**config.mk**
```make
export PLATFORM = sky130hd
export DESIGN_NAME = mont_controller_flat
export DESIGN_NICKNAME = d
export VERILOG_FILES = /design/src/source/mont_fsm_pkg.sv /design/src/source/mont_types_pkg.sv /design/src/source/mp_adder_if.sv /design/src/source/mont_controller.sv /design/src/flat_wrapper.sv
export VERILOG_INCLUDE_DIRS = /design/src /design/src/include
export SDC_FILE = /design/constraint.sdc
export NUM_CORES = 1
export LEC_CHECK = 0
export BUFFER_PORTS_ARGS = -buffer_cell sky130_fd_sc_hd__buf_2
export CAP_MARGIN = 20
export CORE_MARGIN = 8
export CORE_UTILIZATION = 46
export DETAILED_ROUTE_END_ITERATION = 10
export PLACE_DENSITY = 0.69
export SYNTH_ARGS = -nofsm -noshare
export SYNTH_HDL_FRONTEND = slang
export SYNTH_SLANG_ARGS = --single-unit
export TNS_END_PERCENT = 30
```
**constraint.sdc**
```tcl
create_clock -name clk -period 1.35 [get_ports clk]
set_input_delay 0.135 -clock clk [delete_from_list [all_inputs] [get_ports clk]]
set_output_delay 0.135 -clock clk [all_outputs]
set_load 0.005 [all_outputs]
```
**src/include/mont_config.svh**
```systemverilog
`ifndef MONT_CONFIG_SVH
`define MONT_CONFIG_SVH

// Operand and modulus width in bits
`define MONT_WIDTH 1024

// Radix-4 digits per operand
`define MONT_DIGITS (`MONT_WIDTH / 2)

// Headroom for c + 3b + 3m and the borrow bit
`define MONT_EXT_WIDTH (`MONT_WIDTH + 4)

// Adder processes one chunk per cycle, MONT_EXT_WIDTH must divide evenly
`define MP_ADDER_STAGES 4
`define MP_ADDER_CHUNK (`MONT_EXT_WIDTH / `MP_ADDER_STAGES)

`endif
```
**src/source/mont_fsm_pkg.sv**
```systemverilog
`default_nettype none

package mont_fsm_pkg;

    // Controller sequence, one state per adder operation
    typedef enum logic [2:0] {
        ST_IDLE,
        ST_TRIPLE_B,
        ST_TRIPLE_M,
        ST_DIGIT_B,
        ST_QUOT_M,
        ST_REDUCE,
        ST_DONE
    } mont_state_e;

endpackage

`default_nettype wire

```
**src/source/mont_types_pkg.sv**
```systemverilog
`default_nettype none

`include "mont_config.svh"

package mont_types_pkg;

    typedef logic [`MONT_WIDTH-1:0] operand_t;

    // Accumulator, precomputed multiples and adder words
    typedef logic [`MONT_EXT_WIDTH-1:0] ext_t;

    // Operation currently on the adder
    typedef enum logic [2:0] {
        ADD_TRIPLE_B,
        ADD_TRIPLE_M,
        ADD_DIGIT_B,
        ADD_QUOT_M,
        SUB_MOD
    } addend_e;

endpackage

`default_nettype wire

```
**src/source/mp_adder_if.sv**
```systemverilog
`timescale 1ns/100ps
`default_nettype none

interface mp_adder_if;

    logic                 start;
    logic                 subtract;
    mont_types_pkg::ext_t op_a;
    mont_types_pkg::ext_t op_b;
    mont_types_pkg::ext_t sum;
    logic                 done;

    // Operand side, held steady from start until done
    modport operands (output op_a, output op_b, output subtract, input sum);

    modport control (output start, input done);

    modport unit (input start, input subtract, input op_a, input op_b,
                  output sum, output done);

endinterface

`default_nettype wire

```
**src/source/mont_controller.sv**
```systemverilog
`timescale 1ns/100ps
`default_nettype none

`include "mont_config.svh"

module mont_controller (
    input  wire logic                 clk,
    input  wire logic                 resetn,
    input  wire logic                 start,
    output logic                      load,
    output mont_types_pkg::addend_e   addend_sel,
    output logic                      commit,
    output logic                      done,
    mp_adder_if.control               adder
);

    localparam int DIGIT_W = (`MONT_DIGITS > 1) ? $clog2(`MONT_DIGITS) : 1;

    mont_fsm_pkg::mont_state_e state;
    mont_fsm_pkg::mont_state_e state_next;
    logic                      issued;
    logic                      arith;
    logic [DIGIT_W-1:0]        digit;
    logic                      last_digit;

    // Every state other than idle and done owns one adder operation
    assign arith = (state != mont_fsm_pkg::ST_IDLE) && (state != mont_fsm_pkg::ST_DONE);

    assign load        = (state == mont_fsm_pkg::ST_IDLE) && start;
    assign adder.start = arith && !issued;
    assign commit      = arith && adder.done;
    assign done        = (state == mont_fsm_pkg::ST_DONE);
    assign last_digit  = (digit == DIGIT_W'(`MONT_DIGITS - 1));

    always_comb begin
        case (state)
            mont_fsm_pkg::ST_TRIPLE_M: addend_sel = mont_types_pkg::ADD_TRIPLE_M;
            mont_fsm_pkg::ST_DIGIT_B:  addend_sel = mont_types_pkg::ADD_DIGIT_B;
            mont_fsm_pkg::ST_QUOT_M:   addend_sel = mont_types_pkg::ADD_QUOT_M;
            mont_fsm_pkg::ST_REDUCE:   addend_sel = mont_types_pkg::SUB_MOD;
            default:                   addend_sel = mont_types_pkg::ADD_TRIPLE_B;
        endcase
    end

    always_comb begin
        state_next = state;
        case (state)
            mont_fsm_pkg::ST_IDLE: begin
                if (start) begin
                    state_next = mont_fsm_pkg::ST_TRIPLE_B;
                end
            end
            mont_fsm_pkg::ST_TRIPLE_B: begin
                if (adder.done) begin
                    state_next = mont_fsm_pkg::ST_TRIPLE_M;
                end
            end
            mont_fsm_pkg::ST_TRIPLE_M: begin
                if (adder.done) begin
                    state_next = mont_fsm_pkg::ST_DIGIT_B;
                end
            end
            mont_fsm_pkg::ST_DIGIT_B: begin
                if (adder.done) begin
                    state_next = mont_fsm_pkg::ST_QUOT_M;
                end
            end
            mont_fsm_pkg::ST_QUOT_M: begin
                // Loop back for the next digit until all are consumed
                if (adder.done) begin
                    state_next = last_digit ? mont_fsm_pkg::ST_REDUCE
                                            : mont_fsm_pkg::ST_DIGIT_B;
                end
            end
            mont_fsm_pkg::ST_REDUCE: begin
                if (adder.done) begin
                    state_next = mont_fsm_pkg::ST_DONE;
                end
            end
            default: begin
                state_next = mont_fsm_pkg::ST_IDLE;
            end
        endcase
    end

    always_ff @(posedge clk) begin
        if (!resetn) begin
            state  <= mont_fsm_pkg::ST_IDLE;
            issued <= 1'b0;
            digit  <= '0;
        end else begin
            state <= state_next;
            // Single start pulse per arithmetic state
            if (adder.done) begin
                issued <= 1'b0;
            end else if (adder.start) begin
                issued <= 1'b1;
            end
            if (load) begin
                digit <= '0;
            end else if (commit && state == mont_fsm_pkg::ST_QUOT_M) begin
                digit <= digit + 1'b1;
            end
        end
    end

endmodule

`default_nettype wire

```
**src/flat_wrapper.sv**
```systemverilog
// flat-port wrapper written by rule: the top's interface ports become plain ports
module mont_controller_flat 
  (clk, resetn, start, load, addend_sel, commit, done, adder_start, adder_done);
  mp_adder_if adder_i ();
  input  wire logic clk;
  input  wire logic resetn;
  input  wire logic start;
  output logic load;
  output mont_types_pkg::addend_e addend_sel;
  output logic commit;
  output logic done;
  output wire logic [$bits(adder_i.start)-1:0] adder_start;
  input wire logic [$bits(adder_i.done)-1:0] adder_done;
  assign adder_start = adder_i.start;
  assign adder_i.done = adder_done;
  mont_controller u_core (.clk(clk), .resetn(resetn), .start(start), .load(load), .addend_sel(addend_sel), .commit(commit), .done(done), .adder(adder_i));
endmodule
```
* Word-level counts from Yosys, hierarchy flattened
Index checks and enable logic that the tools add are counted.
** Operators by class
- Shift operators :: 0
- Order comparisons :: 0
- Bitwise operators :: 1
- Equal/unequal tests :: 14
- $mul :: 0
- Add/sub/neg operators :: 1
- Reduce and logical (&&, ||, !) cells :: 11
- Mux-type cells :: 9
- Div/mod/pow operators :: 0
** Operator list (number)
- 2-to-1 mux 3 bit :: 7
- one-hot mux 3 bit (6 select lines) :: 1
- != test 2 bit (second input constant) :: 6
- one-hot mux 3 bit (4 select lines) :: 1
- adder 9 x 1 -> 9 bit (second input constant) :: 1
- == test 3 bit (second input constant) :: 3
- == test 9 bit (second input constant) :: 1
- == test 3 x 2 -> 1 bit (second input constant) :: 2
- AND reduction 6 bit :: 1
- logical AND 1 bit :: 5
- OR reduction 2 bit :: 2
- == test 3 x 1 -> 1 bit (second input constant) :: 1
- logical NOT 3 bit :: 1
- != test 3 bit (second input constant) :: 1
- nonzero test 3 bit :: 1
- logical NOT 1 bit :: 1
- inverter 1 bit :: 1
** Storage, ports and cells
- Logic and storage cells :: 39
- Bits in writable memories :: 0
- Output and inout port bits :: 7
- Latch bits :: 0
- Memories kept :: 0
- ROM bits :: 0
- Input port bits :: 4
- Flip-flop bits (word level) :: 13

* Longest topological paths before layout
- Depth after elaboration :: 4
- Gate-level depth with buffers :: 7
- Gate-level depth less buffers :: 7

* Worst setup path before layout
No wires, ideal clock.
- Path type :: reg2reg
- From :: register u_core.state[1]
- To :: register u_core.digit[6]
- Required time :: 1.284 ns
- Data arrival time :: 1.299 ns
- Cell stages (with the launch flop) :: 6
- Period minus slack after synthesis :: 1.365 ns
- Path slack :: -0.015 ns
- Buffers on the path :: 2
- Library setup time :: 0.066 ns
- Cells stage by stage :: dfxtp_1 -> buf_6 -> nand4bb_4 -> buf_6 -> or4_4 -> a21oi_2
** Between the ends
- Word-level cells in the longest chain between the ends :: 4
- Elaborated cells on any way between the ends :: 9
- Those cells by class :: eq/ne (2); reduce/logical (7)
** Ends and longest elaborated chain
- start, declared :: line mont_controller.sv:19 : mont_fsm_pkg::mont_state_e state;
- start signal, assigned :: line mont_controller.sv:88 : state <= mont_fsm_pkg::ST_IDLE;
- start signal, assigned :: line mont_controller.sv:92 : state <= state_next;
- != test 3 bit or nonzero test 3 bit (tied branches) :: line mont_controller.sv:27 : assign arith = (state != mont_fsm_pkg::ST_IDLE) && (state != mont_fsm_pkg::ST_DONE);
- logical AND 1 bit :: line mont_controller.sv:27
- logical AND 1 bit :: line mont_controller.sv:31 : assign commit = arith && adder.done;
- logical AND 1 bit :: line mont_controller.sv:101 : end else if (commit && state == mont_fsm_pkg::ST_QUOT_M) begin
- end signal, assigned :: line mont_controller.sv:102 : digit <= digit + 1'b1;
- end, declared :: line mont_controller.sv:23 : logic [DIGIT_W-1:0] digit;
Parallel ways exist; a longest one is shown, timed or not.
A chain may end at the register's enable or synchronous reset.

* Worst setup path in the final report
- From :: register u_core.state[2]
- To :: output port addend_sel[1]
** Between the ends
- Word-level cells in the longest chain between the ends :: 2
- Elaborated cells on any way between the ends :: 5
- Those cells by class :: eq/ne (4); mux (1)
** Ends and longest elaborated chain
- == test 3 bit or == test 3 x 2 -> 1 bit (tied branches) :: line mont_controller.sv:36 : case (state)
- one-hot mux 3 bit (4 select lines) * :: line mont_controller.sv:36
- end, declared :: line flat_wrapper.sv:9 : output mont_types_pkg::addend_e addend_sel;
Every way passes the cells marked *; elsewhere a longest branch is shown, timed or not.

==> metrics.md <==
| Metric | Value |
|---|---|
| Fraction of the yosys area taken by sequential cells | `34.8%` |
| Failing checks | `negative setup slack` |
| Count of pins on the block boundary | `11` |
| Post-Route Skew | `0.00307 ns` |
| CORE AREA | `0.00151 mm^2` |
| Mapped cell area | `747 um^2` |
| Yosys cell types | `34` |
| Reported max-cap violation count | `0` |
| Layout cell share with drive strength beyond 1 | `39.7%` |
| Top fanout value on the critical path | `6` |
| Routability congestion estimate | `0.883` |
| Share of the clock period used by the worst path after layout | `115%` |
| Number of cells after detailed placement | `124` |
| DRC Markers | `0` |
| Final hold violation count | `0` |
| Clock transition at the register clock pins on the worst setup and hold paths after CTS | `0.08 ns` |
| Result of the run | `complete, but fails checks` |
| Detailed-routed wire length on met3 | `56 um` |
| Start point of the critical path | `u_core.state[2]` |
| HPWL Detailed | `1320 um` |
| Proportion of register bits with asynchronous set or reset after synthesis | `0%` |
| WHS Path Cells | `2` |
| Area added between synthesis and finish | `34.7%` |
| Setup crit end kind | `primary output` |
| Mean number of vias per cell | `5.71` |
| Later-pin clock latency in the skew report | `0.28 ns` |
| Prevailing post-synth register cell | `sky130_fd_sc_hd__dfxtp_1` |
| Post-synthesis register bit count | `13` |
| Number of synthesis warnings | `0` |
| Fmax | `0.646 GHz` |
| Area of placed instances | `885 um^2` |
| Cts bufs inserted | `3` |
| Slew at the pin closest to its max-slew limit | `0.306 ns` |
| Final max-slew violation count | `0` |
| Power per standard cell area | `802 mW/mm^2` |
| Clk Tree Root Cell | `sky130_fd_sc_hd__clkbuf_4` |
| Routed length on met2 | `905 um` |
| First-pass GRT wire length | `3020 um` |
| Setup crit start kind | `flop` |
| Max Buffers Root-to-Sink | `2` |
| Total wirelength of the detailed-routed design | `1870 um` |
| Setup repair after global routing missed its margin | `true` |
| Initial Utilization | `49.6%` |
| Worst path setup slack after routing | `-0.198 ns` |
| Final #Nets | `123` |
| Number of iterations in the first detailed-routing pass | `4` |
| Required time reported for the critical path endpoint | `1.22 ns` |
| Net count of the mapped netlist | `95` |
| Data arrival at the endpoint of the critical path | `1.41 ns` |
| Wire per inst | `14.2 um` |
| Peak supply drop | `601 uV` |
| Number of nets with antenna violations after detailed routing | `0` |
| CTS Hold Bufs | `0` |
| Post-synthesis cell count | `89` |
| Die outline height | `56.3 um` |
| Number of enable-type register cells in the synthesized netlist | `0` |
| CP bufs+invs | `2` |
| Endpoints failing setup | `8` |
| Worst-path cell with the longest stage delay | `sky130_fd_sc_hd__dfxtp_4` |
| Worst Reg2Reg Path Length in Cells | `3` |
| Area of the die | `0.00317 mm^2` |
| Final critical-path required period | `1.55 ns` |
| Final standard cell area without fillers | `0.00101 mm^2` |
| Critical path class | `reg2out` |
| Critical Path, Cell by Cell | `buf_6 -> and2b_2 -> mux2_4 -> buf_6` |
| Number of global-route vias before repair | `699` |
| Cell with the most instances on the worst path | `sky130_fd_sc_hd__buf_6` |
| Count of buffers from port buffering | `10` |
| Cell class contributing the biggest share of worst-path delay | `flip-flops` |
| Per-instance average area after synthesis | `8.39 um^2` |
| Via Count | `754` |
| Leakage dissipation | `0.401 nW` |
| Total inserted antenna cells | `0` |
| R2R Path Start | `u_core.state[0]` |
| Highest cell delay on the worst timing path | `0.37 ns` |
| Routed metal-1 wire length | `868 um` |
| Cell Count, Final, Fillers Out | `132` |
| Total congestion overflow | `0` |
| Max layer used | `met4` |
| Starting DRT DRC Count | `35` |
| Die extent in x | `56.3 um` |
| Number of levels the H-tree was split into | `1` |
| CTS tree | `done` |
| Cell Rows | `14` |
| Total global-route track usage | `11.7%` |
| Hold_sp | `resetn` |
| Largest net degree at the start of global routing | `12` |
| Max-slew headroom at the worst pin | `79.4%` |
| Number of antenna violations at the first check in global routing | `0` |
| Crit. path cell count | `4` |
| Worst Hold Class | `in2reg` |
| Clock sink count | `13` |
==> cell usage in the layout (no fill, tap or decap), drive strengths merged, types with 2 or more instances in the layout <==
master  netlist  final
buf           2     27
dfxtp        13     13
nand2        10     10
a21oi         8      8
nor2          7      7
o21ai         6      6
inv           5      5
nand3         4      4
clkbuf        2      4
o31ai         3      3
or4           3      3
nor3          3      3
nor4          2      2
and2b         2      2
nor2b         2      2
a21boi        2      2
ha            2      2
==> kinds of logic (layout without fill, tap and decap cells) <==
logic type / after synthesis / after routing / synth area share, %
AO/OA/AOI/OAI: 20 / 20 / 16.4
AND/OR/NAND/NOR: 42 / 42 / 34.8
XOR/XNOR: 1 / 1 / 1.17
flip-flops: 13 / 13 / 34.8
adder cells (fa/ha/maj): 2 / 2 / 3.35
multiplexers: 2 / 2 / 2.85
buffers and inverters: 9 / 36 / 6.53
==> final timing paths <==
path	slack (ns)	endpoint
max	-0.20	addend_sel[1]
min	0.20	u_core.state[1]
max reg2reg	-0.05	u_core.digit[3]
min reg2reg	0.48	u_core.digit[8]
==> metal layers <==
layer  track usage, %  vias up
met1             13.6      358
met2             19.3       15
met4             6.19        0
li1                 -      376
met5                0        -
met3             2.70        5
==> registers in the layout, summed over array words and instances (netlist names) <==
signal         flops
u_core.state       3
u_core.digit       9
u_core.issued      1
==> synthesized netlist by cell type, types with 2 or more instances <==
library cell               instances  area, um^2
sky130_fd_sc_hd__nor3_1            3        15.0
sky130_fd_sc_hd__o21ai_0           6        30.0
sky130_fd_sc_hd__o31ai_1           3        22.5
sky130_fd_sc_hd__nor2_1            7        26.3
sky130_fd_sc_hd__inv_1             5        18.8
sky130_fd_sc_hd__dfxtp_1          13         260
sky130_fd_sc_hd__nand2_1           9        33.8
sky130_fd_sc_hd__buf_6             2        22.5
sky130_fd_sc_hd__nor4_1            2        12.5
sky130_fd_sc_hd__ha_1              2        25.0
sky130_fd_sc_hd__nor2b_1           2        12.5
sky130_fd_sc_hd__nand3_1           4        20.0
sky130_fd_sc_hd__a21oi_1           7        35.0
sky130_fd_sc_hd__or4_1             2        15.0
sky130_fd_sc_hd__and2b_1           2        15.0
sky130_fd_sc_hd__clkbuf_1          2        7.51
==> what timing repair did <==
item	4_1_cts	5_1_grt
endpoints found under the setup margin	12	17
setup buffers	4	0
gates resized for setup	9	9
pin swaps	6	2
==> area by class of cell <==
class | count | area (um^2)
Clock buffer | 4 | 26.3
Fill cell | 116 | 500
Inverter | 5 | 18.8
Multi-Input combinational cell | 67 | 478
Sequential cell | 13 | 265
Tap cell | 16 | 20.0
Timing Repair Buffer | 27 | 198
==> where the power goes <==
group          total, mW  switching (mW)  internal [mW]  leakage, nW
logic              0.156          0.0749         0.0811        0.280
registers          0.401          0.0102          0.391        0.106
clock network      0.249           0.135          0.115       0.0150
==> through the flow <==
stage	worst slack [ns]	util [%]	hold slack, ns	power, mW	setup TNS, ns
2_1_floorplan	-0.00387	-	0.211	0.484	-0.00827
3_3_place_gp	0.00253	58.7	0.446	0.526	0
3_5_place_dp	-0.00612	58.7	0.462	0.530	-0.0116
4_1_cts	-0.157	64.1	0.178	0.789	-0.715
5_1_grt	-0.223	66.8	0.207	0.841	-1.39
6_report	-0.198	66.8	0.201	0.806	-0.830
(Power assumes the default switching activity.)
